## src/hw/tlb_pkg.sv

```systemverilog
package tlb_pkg;

   //////////////////////////////
   // Bus widths
   localparam int S_ADDR_W   = 32;  // Virtual address
   localparam int M_ADDR_W   = 40;  // Physical address
   localparam int CFG_ADDR_W = 32;  // Config word address
   localparam int CFG_DATA_W = 64;

   //////////////////////////////
   // Geometry
   localparam int PAGE_BITS = 12;  // 4 kB pages
   localparam int N_SETS    = 8;
   localparam int SET_W     = $clog2(N_SETS);
   localparam int N_OFFSETS = 4;   // Entries per set in each way
   localparam int OFFSET_W  = $clog2(N_OFFSETS);
   localparam int N_WAYS    = 4;
   localparam int WAY_W     = $clog2(N_WAYS);

   localparam int VA_DEPTH  = N_SETS * N_OFFSETS;
   localparam int VA_ADDR_W = $clog2(VA_DEPTH);
   localparam int PA_DEPTH  = VA_DEPTH * N_WAYS;
   localparam int PA_ADDR_W = $clog2(PA_DEPTH);

   localparam int VPN_W = S_ADDR_W - PAGE_BITS;
   localparam int PPN_W = M_ADDR_W - PAGE_BITS;

   // Config address map
   //   [1:0] way, [6:2] entry index = set * N_OFFSETS + offset
   //   [7]   table select, 0 for the VA ways and 1 for the PA table
   //   PA table slot is [6:0], i.e. entry index * N_WAYS + way

   // Tag entry, taken from the low 24 bits of the config data
   typedef struct packed {
      logic [VPN_W-1:0] vpn;       // Bits 23:4
      logic             coherent;  // Bit 3
      logic             wr_en;     // Bit 2
      logic             rd_en;     // Bit 1
      logic             valid;     // Bit 0
   } va_entry_t;

   // Physical page number
   typedef logic [PPN_W-1:0] pa_entry_t;

endpackage

```

## src/hw/tlb_hit_if.sv

```systemverilog
`timescale 1ns/1ps

interface tlb_hit_if;
   import tlb_pkg::*;

   logic                 done;      // One-cycle pulse at the end of a search
   logic                 hit;
   logic                 prot;
   logic                 coherent;
   logic [PA_ADDR_W-1:0] pa_index;  // PA table slot of the first match
   logic [PAGE_BITS-1:0] page_off;
   logic                 taken;     // Result accepted by the requester

   // Search side
   modport producer (
      output done, hit, prot, coherent, pa_index, page_off,
      input  taken
   );

   // Result side
   modport consumer (
      input  done, hit, prot, coherent, pa_index, page_off,
      output taken
   );

endinterface

```

## src/hw/table_ram.sv

```systemverilog
`timescale 1ns/1ps

module table_ram #(
   parameter type ENTRY_T = logic,
   parameter int  DEPTH   = 32
) (
   input  logic                     clk_i,
   input  logic                     we_i,
   input  logic [$clog2(DEPTH)-1:0] addr_i,
   input  ENTRY_T                   wdata_i,
   output ENTRY_T                   rdata_o
);

   ENTRY_T mem [0:DEPTH-1];

   // Single port, read-first
   // Data of a read shows up on rdata_o one cycle later
   always_ff @(posedge clk_i) begin
      if (we_i) begin
         mem[addr_i] <= wdata_i;
      end
      rdata_o <= mem[addr_i];
   end

endmodule

```

## src/hw/tlb_search.sv

```systemverilog
`timescale 1ns/1ps

module tlb_search (
   input  logic                           clk_i,
   input  logic                           rst_ni,
   input  logic                           we_i,
   input  logic [tlb_pkg::CFG_ADDR_W-1:0] waddr_i,
   input  logic [tlb_pkg::CFG_DATA_W-1:0] wdata_i,
   input  logic                           start_i,
   input  logic [tlb_pkg::S_ADDR_W-1:0]   in_addr_i,
   input  logic                           rw_type_i,
   output logic                           busy_o,
   tlb_hit_if.producer                    hit_o
);
   import tlb_pkg::*;

   typedef enum logic [1:0] {IDLE, SEARCH, DONE} search_state_t;

   search_state_t state_q, state_d;

   logic [S_ADDR_W-1:0]  addr_q;      // Latched lookup address
   logic                 rw_q;
   logic [OFFSET_W-1:0]  off_q;       // Next offset to read
   logic [OFFSET_W-1:0]  rd_off_q;    // Offset of the data on the RAM outputs
   logic                 rd_valid_q;  // RAM outputs hold fresh search data
   logic                 rd_issue;
   logic                 va_wr;

   logic [SET_W-1:0]     set_num;
   logic [VPN_W-1:0]     vpn;
   logic [VA_ADDR_W-1:0] search_addr;
   va_entry_t            va_wdata;

   logic [N_WAYS-1:0]                way_we;
   logic [N_WAYS-1:0][VA_ADDR_W-1:0] way_addr;
   logic [N_WAYS-1:0]                way_match;
   logic [N_WAYS-1:0]                way_prot;
   logic [N_WAYS-1:0]                way_coh;

   logic             any_match;
   logic [WAY_W-1:0] sel_way;     // Lowest matching way
   logic             last_off;
   logic             search_end;

   assign set_num     = addr_q[PAGE_BITS +: SET_W];
   assign vpn         = addr_q[S_ADDR_W-1:PAGE_BITS];
   assign search_addr = {set_num, off_q};

   //////////////////////////////
   // VA ways and write decode

   assign va_wr    = we_i && !waddr_i[PA_ADDR_W];  // Bit 7 clear selects the VA ways
   assign va_wdata = wdata_i[$bits(va_entry_t)-1:0];

   for (genvar w = 0; w < N_WAYS; w++) begin : g_way
      assign way_we[w]   = va_wr && (waddr_i[WAY_W-1:0] == WAY_W'(w));
      assign way_addr[w] = way_we[w] ? waddr_i[WAY_W +: VA_ADDR_W] : search_addr;

      va_way u_way (
         .clk_i      ( clk_i        ),
         .we_i       ( way_we[w]    ),
         .addr_i     ( way_addr[w]  ),
         .wdata_i    ( va_wdata     ),
         .vpn_i      ( vpn          ),
         .rw_type_i  ( rw_q         ),
         .match_o    ( way_match[w] ),
         .prot_o     ( way_prot[w]  ),
         .coherent_o ( way_coh[w]   )
      );
   end

   //////////////////////////////
   // First-match selection

   always_comb begin
      sel_way = '0;
      for (int i = N_WAYS - 1; i >= 0; i--) begin
         if (way_match[i]) begin
            sel_way = WAY_W'(i);
         end
      end
   end

   assign any_match  = |way_match;
   assign last_off   = (rd_off_q == OFFSET_W'(N_OFFSETS - 1));
   assign search_end = (state_q == SEARCH) && rd_valid_q && (any_match || last_off);

   // A VA write owns the RAM port and pauses the walk
   assign rd_issue = (state_q == SEARCH) && !va_wr && !search_end;

   //////////////////////////////
   // FSM

   always_comb begin
      state_d = state_q;
      unique case (state_q)
         IDLE: begin
            if (start_i) begin
               state_d = SEARCH;
            end
         end
         SEARCH: begin
            if (search_end) begin
               state_d = DONE;
            end
         end
         DONE: begin
            if (hit_o.taken) begin
               state_d = IDLE;
            end
         end
         default: begin
            state_d = IDLE;
         end
      endcase
   end

   always_ff @(posedge clk_i) begin
      if (!rst_ni) begin
         state_q    <= IDLE;
         off_q      <= '0;
         rd_valid_q <= 1'b0;
      end else begin
         state_q    <= state_d;
         rd_valid_q <= rd_issue;
         if (state_q == IDLE) begin
            off_q <= '0;  // Every walk starts at offset 0
         end else if (rd_issue) begin
            off_q <= off_q + 1'b1;
         end
      end
   end

   always_ff @(posedge clk_i) begin
      if ((state_q == IDLE) && start_i) begin
         addr_q <= in_addr_i;
         rw_q   <= rw_type_i;
      end
      if (rd_issue) begin
         rd_off_q <= off_q;
      end
   end

   assign busy_o = (state_q != IDLE);

   // Report, meaningful only while done is high
   assign hit_o.done     = search_end;
   assign hit_o.hit      = any_match;
   assign hit_o.prot     = way_prot[sel_way];
   assign hit_o.coherent = way_coh[sel_way];
   assign hit_o.pa_index = {set_num, rd_off_q, sel_way};  // Entry index * N_WAYS + way
   assign hit_o.page_off = addr_q[PAGE_BITS-1:0];

endmodule

```

## src/hw/va_way.sv

```systemverilog
`timescale 1ns/1ps

module va_way (
   input  logic                          clk_i,
   input  logic                          we_i,
   input  logic [tlb_pkg::VA_ADDR_W-1:0] addr_i,
   input  tlb_pkg::va_entry_t            wdata_i,
   input  logic [tlb_pkg::VPN_W-1:0]     vpn_i,
   input  logic                          rw_type_i,  // 1 = write, 0 = read
   output logic                          match_o,
   output logic                          prot_o,
   output logic                          coherent_o
);
   import tlb_pkg::*;

   va_entry_t entry;    // Tag read one cycle earlier
   logic      allowed;  // Access type permitted by the entry

   table_ram #(
      .ENTRY_T ( va_entry_t ),
      .DEPTH   ( VA_DEPTH   )
   ) u_tags (
      .clk_i   ( clk_i   ),
      .we_i    ( we_i    ),
      .addr_i  ( addr_i  ),
      .wdata_i ( wdata_i ),
      .rdata_o ( entry   )
   );

   //////////////////////////////
   // Tag and permission check

   assign match_o = entry.valid && (entry.vpn == vpn_i);

   assign allowed = rw_type_i ? entry.wr_en : entry.rd_en;

   // Fault only counts on a real match
   assign prot_o     = match_o && !allowed;
   assign coherent_o = match_o && entry.coherent;

endmodule
```

## src/flat_wrapper.sv

```systemverilog
// flat-port wrapper written by rule: the top's interface ports become plain ports
module tlb_search_flat import tlb_pkg::*;
  (clk_i, rst_ni, we_i, waddr_i, wdata_i, start_i, in_addr_i, rw_type_i, busy_o, hit_o_done, hit_o_hit, hit_o_prot, hit_o_coherent, hit_o_pa_index, hit_o_page_off, hit_o_taken);
  tlb_hit_if hit_o_i ();
  input  logic clk_i;
  input  logic rst_ni;
  input  logic we_i;
  input  logic [tlb_pkg::CFG_ADDR_W-1:0] waddr_i;
  input  logic [tlb_pkg::CFG_DATA_W-1:0] wdata_i;
  input  logic start_i;
  input  logic [tlb_pkg::S_ADDR_W-1:0] in_addr_i;
  input  logic rw_type_i;
  output logic busy_o;
  output wire logic [$bits(hit_o_i.done)-1:0] hit_o_done;
  output wire logic [$bits(hit_o_i.hit)-1:0] hit_o_hit;
  output wire logic [$bits(hit_o_i.prot)-1:0] hit_o_prot;
  output wire logic [$bits(hit_o_i.coherent)-1:0] hit_o_coherent;
  output wire logic [$bits(hit_o_i.pa_index)-1:0] hit_o_pa_index;
  output wire logic [$bits(hit_o_i.page_off)-1:0] hit_o_page_off;
  input wire logic [$bits(hit_o_i.taken)-1:0] hit_o_taken;
  assign hit_o_done = hit_o_i.done;
  assign hit_o_hit = hit_o_i.hit;
  assign hit_o_prot = hit_o_i.prot;
  assign hit_o_coherent = hit_o_i.coherent;
  assign hit_o_pa_index = hit_o_i.pa_index;
  assign hit_o_page_off = hit_o_i.page_off;
  assign hit_o_i.taken = hit_o_taken;
  tlb_search u_core (.clk_i(clk_i), .rst_ni(rst_ni), .we_i(we_i), .waddr_i(waddr_i), .wdata_i(wdata_i), .start_i(start_i), .in_addr_i(in_addr_i), .rw_type_i(rw_type_i), .busy_o(busy_o), .hit_o(hit_o_i));
endmodule
```

## config.mk

```make
export PLATFORM = sky130hd
export DESIGN_NAME = tlb_search_flat
export DESIGN_NICKNAME = d
export VERILOG_FILES = /design/src/hw/tlb_pkg.sv /design/src/hw/tlb_hit_if.sv /design/src/hw/table_ram.sv /design/src/hw/tlb_search.sv /design/src/hw/va_way.sv /design/src/flat_wrapper.sv
export SDC_FILE = /design/constraint.sdc
export NUM_CORES = 2
export LEC_CHECK = 0
export BUFFER_PORTS_ARGS = -buffer_cell sky130_fd_sc_hd__buf_4
export CAP_MARGIN = 15
export CORE_MARGIN = 8
export CORE_UTILIZATION = 30
export CTS_BUF_LIST = sky130_fd_sc_hd__clkbuf_4 sky130_fd_sc_hd__clkbuf_8 sky130_fd_sc_hd__clkbuf_16
export DETAILED_ROUTE_END_ITERATION = 7
export PLACE_DENSITY = 0.56
export SETUP_SLACK_MARGIN = 0.2
export SYNTH_ARGS = -nofsm -noshare
export SYNTH_HDL_FRONTEND = slang
export SYNTH_SLANG_ARGS = --single-unit
```

## constraint.sdc

```tcl
create_clock -name clk_i -period 3.7 [get_ports clk_i]
set_clock_uncertainty 0.2 [all_clocks]
set_input_delay 0.74 -clock clk_i [delete_from_list [all_inputs] [get_ports clk_i]]
set_output_delay 0.74 -clock clk_i [all_outputs]
set_load 0.01 [all_outputs]
```

==> impl_metrics.ini <==
[cells_and_area]
layout_common_cells = 3107 x sky130_fd_sc_hd__edfxtp_1, 710 x sky130_fd_sc_hd__mux2i_1, 660 x sky130_fd_sc_hd__buf_4
drive_above_1_share_pct = 27.7
multi_input_area_sq_um = 25100
ff_latch_area_sq_um = 95300
area.growth.synth_to_final_pct = 22.8
most_common_library_cell_in_the_layout_ignoring_fill_and_taps = sky130_fd_sc_hd__edfxtp_1
finalInstanceArea_sq_um = 149000
post-route-util_pct = 37.0
final_cell_count_no_fill = 12900
finish.net_count = 7326
number_of_filler_instances_in_the_final_layout = 36600

[status]
failed_checks = negative setup slack
status = finished with violations

[route]
drc = 0
drt-wirelength-per-cell_um = 28.6
dr.pass1.iters = 5
route.antenna.remaining_nets = 0
totalWireLength_mm = 368
routed_via_density = 5.10
routed-via-count = 65600
drt_first_iter_violations = 7721

[synthesis]
mappedNetlistArea_sq_um = 121000
synthDistinctLibCells = 55
post-synth-top-area-cell = sky130_fd_sc_hd__edfxtp_1
yosys_register_bits = 3208
syn_area_cell_sq_um = 19.6
synth_enable_flop_cells = 3107
cells_taking_the_most_area_after_synthesis = sky130_fd_sc_hd__edfxtp_1 77%, sky130_fd_sc_hd__mux4_2 6.8%, sky130_fd_sc_hd__mux2i_1 5.9%
asyncSetResetFlopFracSynth_pct = 0
postSynthCellCount = 6195
synth_nets = 6329
synth_flop_cell = sky130_fd_sc_hd__edfxtp_1
ys.warnings.count = 0
synth-seq-area-share_pct = 78.6
synth.top_cell.area_share_pct = 77.0

[sta]
tightest_slew_ns = 1.17
timing.final.crit_period_ns = 4.39
rsz0062_at_grt = yes
setup_viol = 6
slew_viol_final = 0
layout_worst_path_cycle_share_pct = 119
achievable-frequency_mhz = 228
hold_viol_final = 0
worst_slack_ns = -0.686
maxSlewHeadroom_pct = 21.7

[power]
clockPowerShare_pct = 42.7
power.density_cell_area_nw_per_um2 = 518
static-leakage-power_nw = 52.0
ir_drop_mv = 0.407
total_power_mw = 77.1
comb_power_share_pct = 5.0
internal-power_mw = 60.7
swShare_pct = 21.3
power_switching_mw = 16.4
seq_power_share_pct = 52.3

[floorplanning]
floorplan.io_pins = 158
dieArea_sq_um = 425000
fp.dieW_um = 652
core.rowCount = 233
die_h_um = 652
design.core.area_sq_um = 403000
start_util_pct = 30.1

[placement]
instance_area_after_placement_sq_um = 137000
detail_placement_hpwl_mm = 222
gp_congestion = 0.855
place_inst = 12200
port_buffers = 93
pre_cts_ws_ns = -0.792

[clock_tree]
htree_levels = 5
clock-root-buffer = sky130_fd_sc_hd__clkbuf_16
clock_sink_count = 3208
clock_tree_from_tritoncts = yes
cts_made_buffers = 337
cts_max_path_buffers = 4
clock_network_latency_to_the_later_pin_of_the_worst_skew_pair_ns = 0.89
worst_setup_hold_path_clk_slew_ns = 0.06

[grt]
grt_pass1_wl_mm = 511
grt_use_total_pct = 16.7
first_global_vias = 65400
largest_net_degree_at_the_start_of_global_routing = 129
grt_antenna_before_repair = 21
grt_remaining_overflow = 0

[job]
cap_viol_max_count = 0

[worst_setup_path]
worstPathArrival_ns = 3.45
worstSetupStartpointType = register
crit_required_ns = 2.76
critical_path_peak_fanout = 3
path_class = register to output port
setup.worst_path.end_class = output port

[worst_hold_path]
timing.hold.worst.class = primary input to register
## cells in the mapped netlist (3+ instances only)
master,count
sky130_fd_sc_hd__buf_1,26
sky130_fd_sc_hd__clkbuf_1,136
sky130_fd_sc_hd__buf_2,140
sky130_fd_sc_hd__nand3_1,93
sky130_fd_sc_hd__nand2b_1,6
sky130_fd_sc_hd__a31o_2,5
sky130_fd_sc_hd__dfxtp_1,101
sky130_fd_sc_hd__o22ai_1,348
sky130_fd_sc_hd__a311oi_1,4
sky130_fd_sc_hd__o21a_1,7
sky130_fd_sc_hd__nand3b_1,3
sky130_fd_sc_hd__or4_1,8
sky130_fd_sc_hd__nor4_1,94
sky130_fd_sc_hd__and3_1,8
sky130_fd_sc_hd__nand2_1,334
sky130_fd_sc_hd__mux2i_1,714
sky130_fd_sc_hd__edfxtp_1,3107
sky130_fd_sc_hd__mux4_2,368
sky130_fd_sc_hd__a22oi_1,121
sky130_fd_sc_hd__or2_2,4
sky130_fd_sc_hd__nor2b_1,10
sky130_fd_sc_hd__a222oi_1,18
sky130_fd_sc_hd__a21oi_1,108
sky130_fd_sc_hd__or3_1,3
sky130_fd_sc_hd__xor2_1,28
sky130_fd_sc_hd__buf_4,21
sky130_fd_sc_hd__nand4_1,43
sky130_fd_sc_hd__nor4b_1,4
sky130_fd_sc_hd__a31oi_1,10
sky130_fd_sc_hd__a211oi_1,6
sky130_fd_sc_hd__nor2_1,165
sky130_fd_sc_hd__or4b_1,4
sky130_fd_sc_hd__o21ai_1,5
sky130_fd_sc_hd__a21o_1,8
sky130_fd_sc_hd__and2_0,3
sky130_fd_sc_hd__xnor2_1,52
sky130_fd_sc_hd__o21ai_0,9
sky130_fd_sc_hd__nor3_1,25
sky130_fd_sc_hd__mux2_2,11
sky130_fd_sc_hd__a2111oi_0,15
## power by group through the flow
stage / sequential (mW) / combinational, mW / clock (mW)
floorplan: 40.9 / 1.45 / 0
global placement: 41.1 / 3.69 / 0
detailed placement: 41.1 / 3.74 / 0
CTS: 40.3 / 3.84 / 33.4
global route: 40.3 / 4.03 / 34.8
finish: 40.3 / 3.86 / 32.9
## layer usage
layer | part of all wire, % | up-vias | track usage, % | wire (um)
met5 | 0.0030 | - | 0 | 11
met2 | 49 | 2742 | 28.0 | 180000
met1 | 40 | 34900 | 22.2 | 148000
met4 | 3.8 | 2 | 6.17 | 13800
li1 | - | 27400 | - | -
met3 | 7.2 | 530 | 2.28 | 26700
## worst max-delay path, cell delays in order (launching register included)
cell	delay (ns)
sky130_fd_sc_hd__edfxtp_1	0.41
sky130_fd_sc_hd__buf_4	0.16
sky130_fd_sc_hd__buf_6	0.14
sky130_fd_sc_hd__xor2_1	0.14
sky130_fd_sc_hd__or4b_1	0.46
sky130_fd_sc_hd__or4_4	0.53
sky130_fd_sc_hd__o22ai_2	0.15
sky130_fd_sc_hd__buf_6	0.16
sky130_fd_sc_hd__o31ai_2	0.09
sky130_fd_sc_hd__nor2_2	0.14
sky130_fd_sc_hd__buf_4	0.15
## final cells by class
class,instances,share of cell area (%)
multi-input cells,2662,16.9
repair buffers,981,7.27
diodes,8,0.0134
clock buffers,434,6.28
clock inverters,174,0.956
flip-flops and latches,3208,64.0
inverters,2,0.00504
well taps,5405,4.54
## cells by family after synthesis
family | after synthesis | synth area share [%]
compound gates | 670 | 3.60
xor+xnor | 80 | 0.578
buf+inv | 325 | 1.22
flops | 3208 | 78.6
mux | 1093 | 12.8
simple gates | 819 | 3.14
## final timing paths
| kind | from | to | slack [ns] | cells after the start |
|---|---|---|---|---|
| worst max-delay path | u_core.addr_q[26] | hit_o_done | -0.69 | 10 |
| worst min-delay path | wdata_i[10] | u_core.g_way[2].u_way.u_tags.mem[29][10] | 0.13 | 1 |
| worst max register to register | u_core.addr_q[26] | u_core.state_q[1] | 0.24 | 12 |
| worst min register to register | u_core.rd_valid_q | u_core.rd_valid_q | 0.40 | 2 |
## registers in the layout, summed over array words and instances (netlist names)
register and cells:
u_core.g_way.u_way.u_tags.rdata_o 96, u_core.rd_off_q 2, u_core.addr_q 32, u_core.off_q 2, u_core.rd_valid_q 1, u_core.rw_q 1
u_core.state_q 2, u_core.g_way.u_way.u_tags.mem 3072
## through the flow
step           hold WS, ns  TNS, ns
6_report             0.131    -3.52
5_1_grt              0.124    -4.04
4_1_cts             0.0798    -3.74
3_5_place_dp         0.365   -14.90
3_3_place_gp         0.348   -12.83
2_1_floorplan        0.206   -22.73
## what timing repair did
item | CTS | global route
hold buffers | 36 | 0
resized for setup | 35 | 26
buffers inserted | 14 | 7
endpoints found under the setup margin | 11 | 13
pin swaps | 16 | 9
hold endpoints to repair | 50 | 0
(Power assumes the default switching activity.)
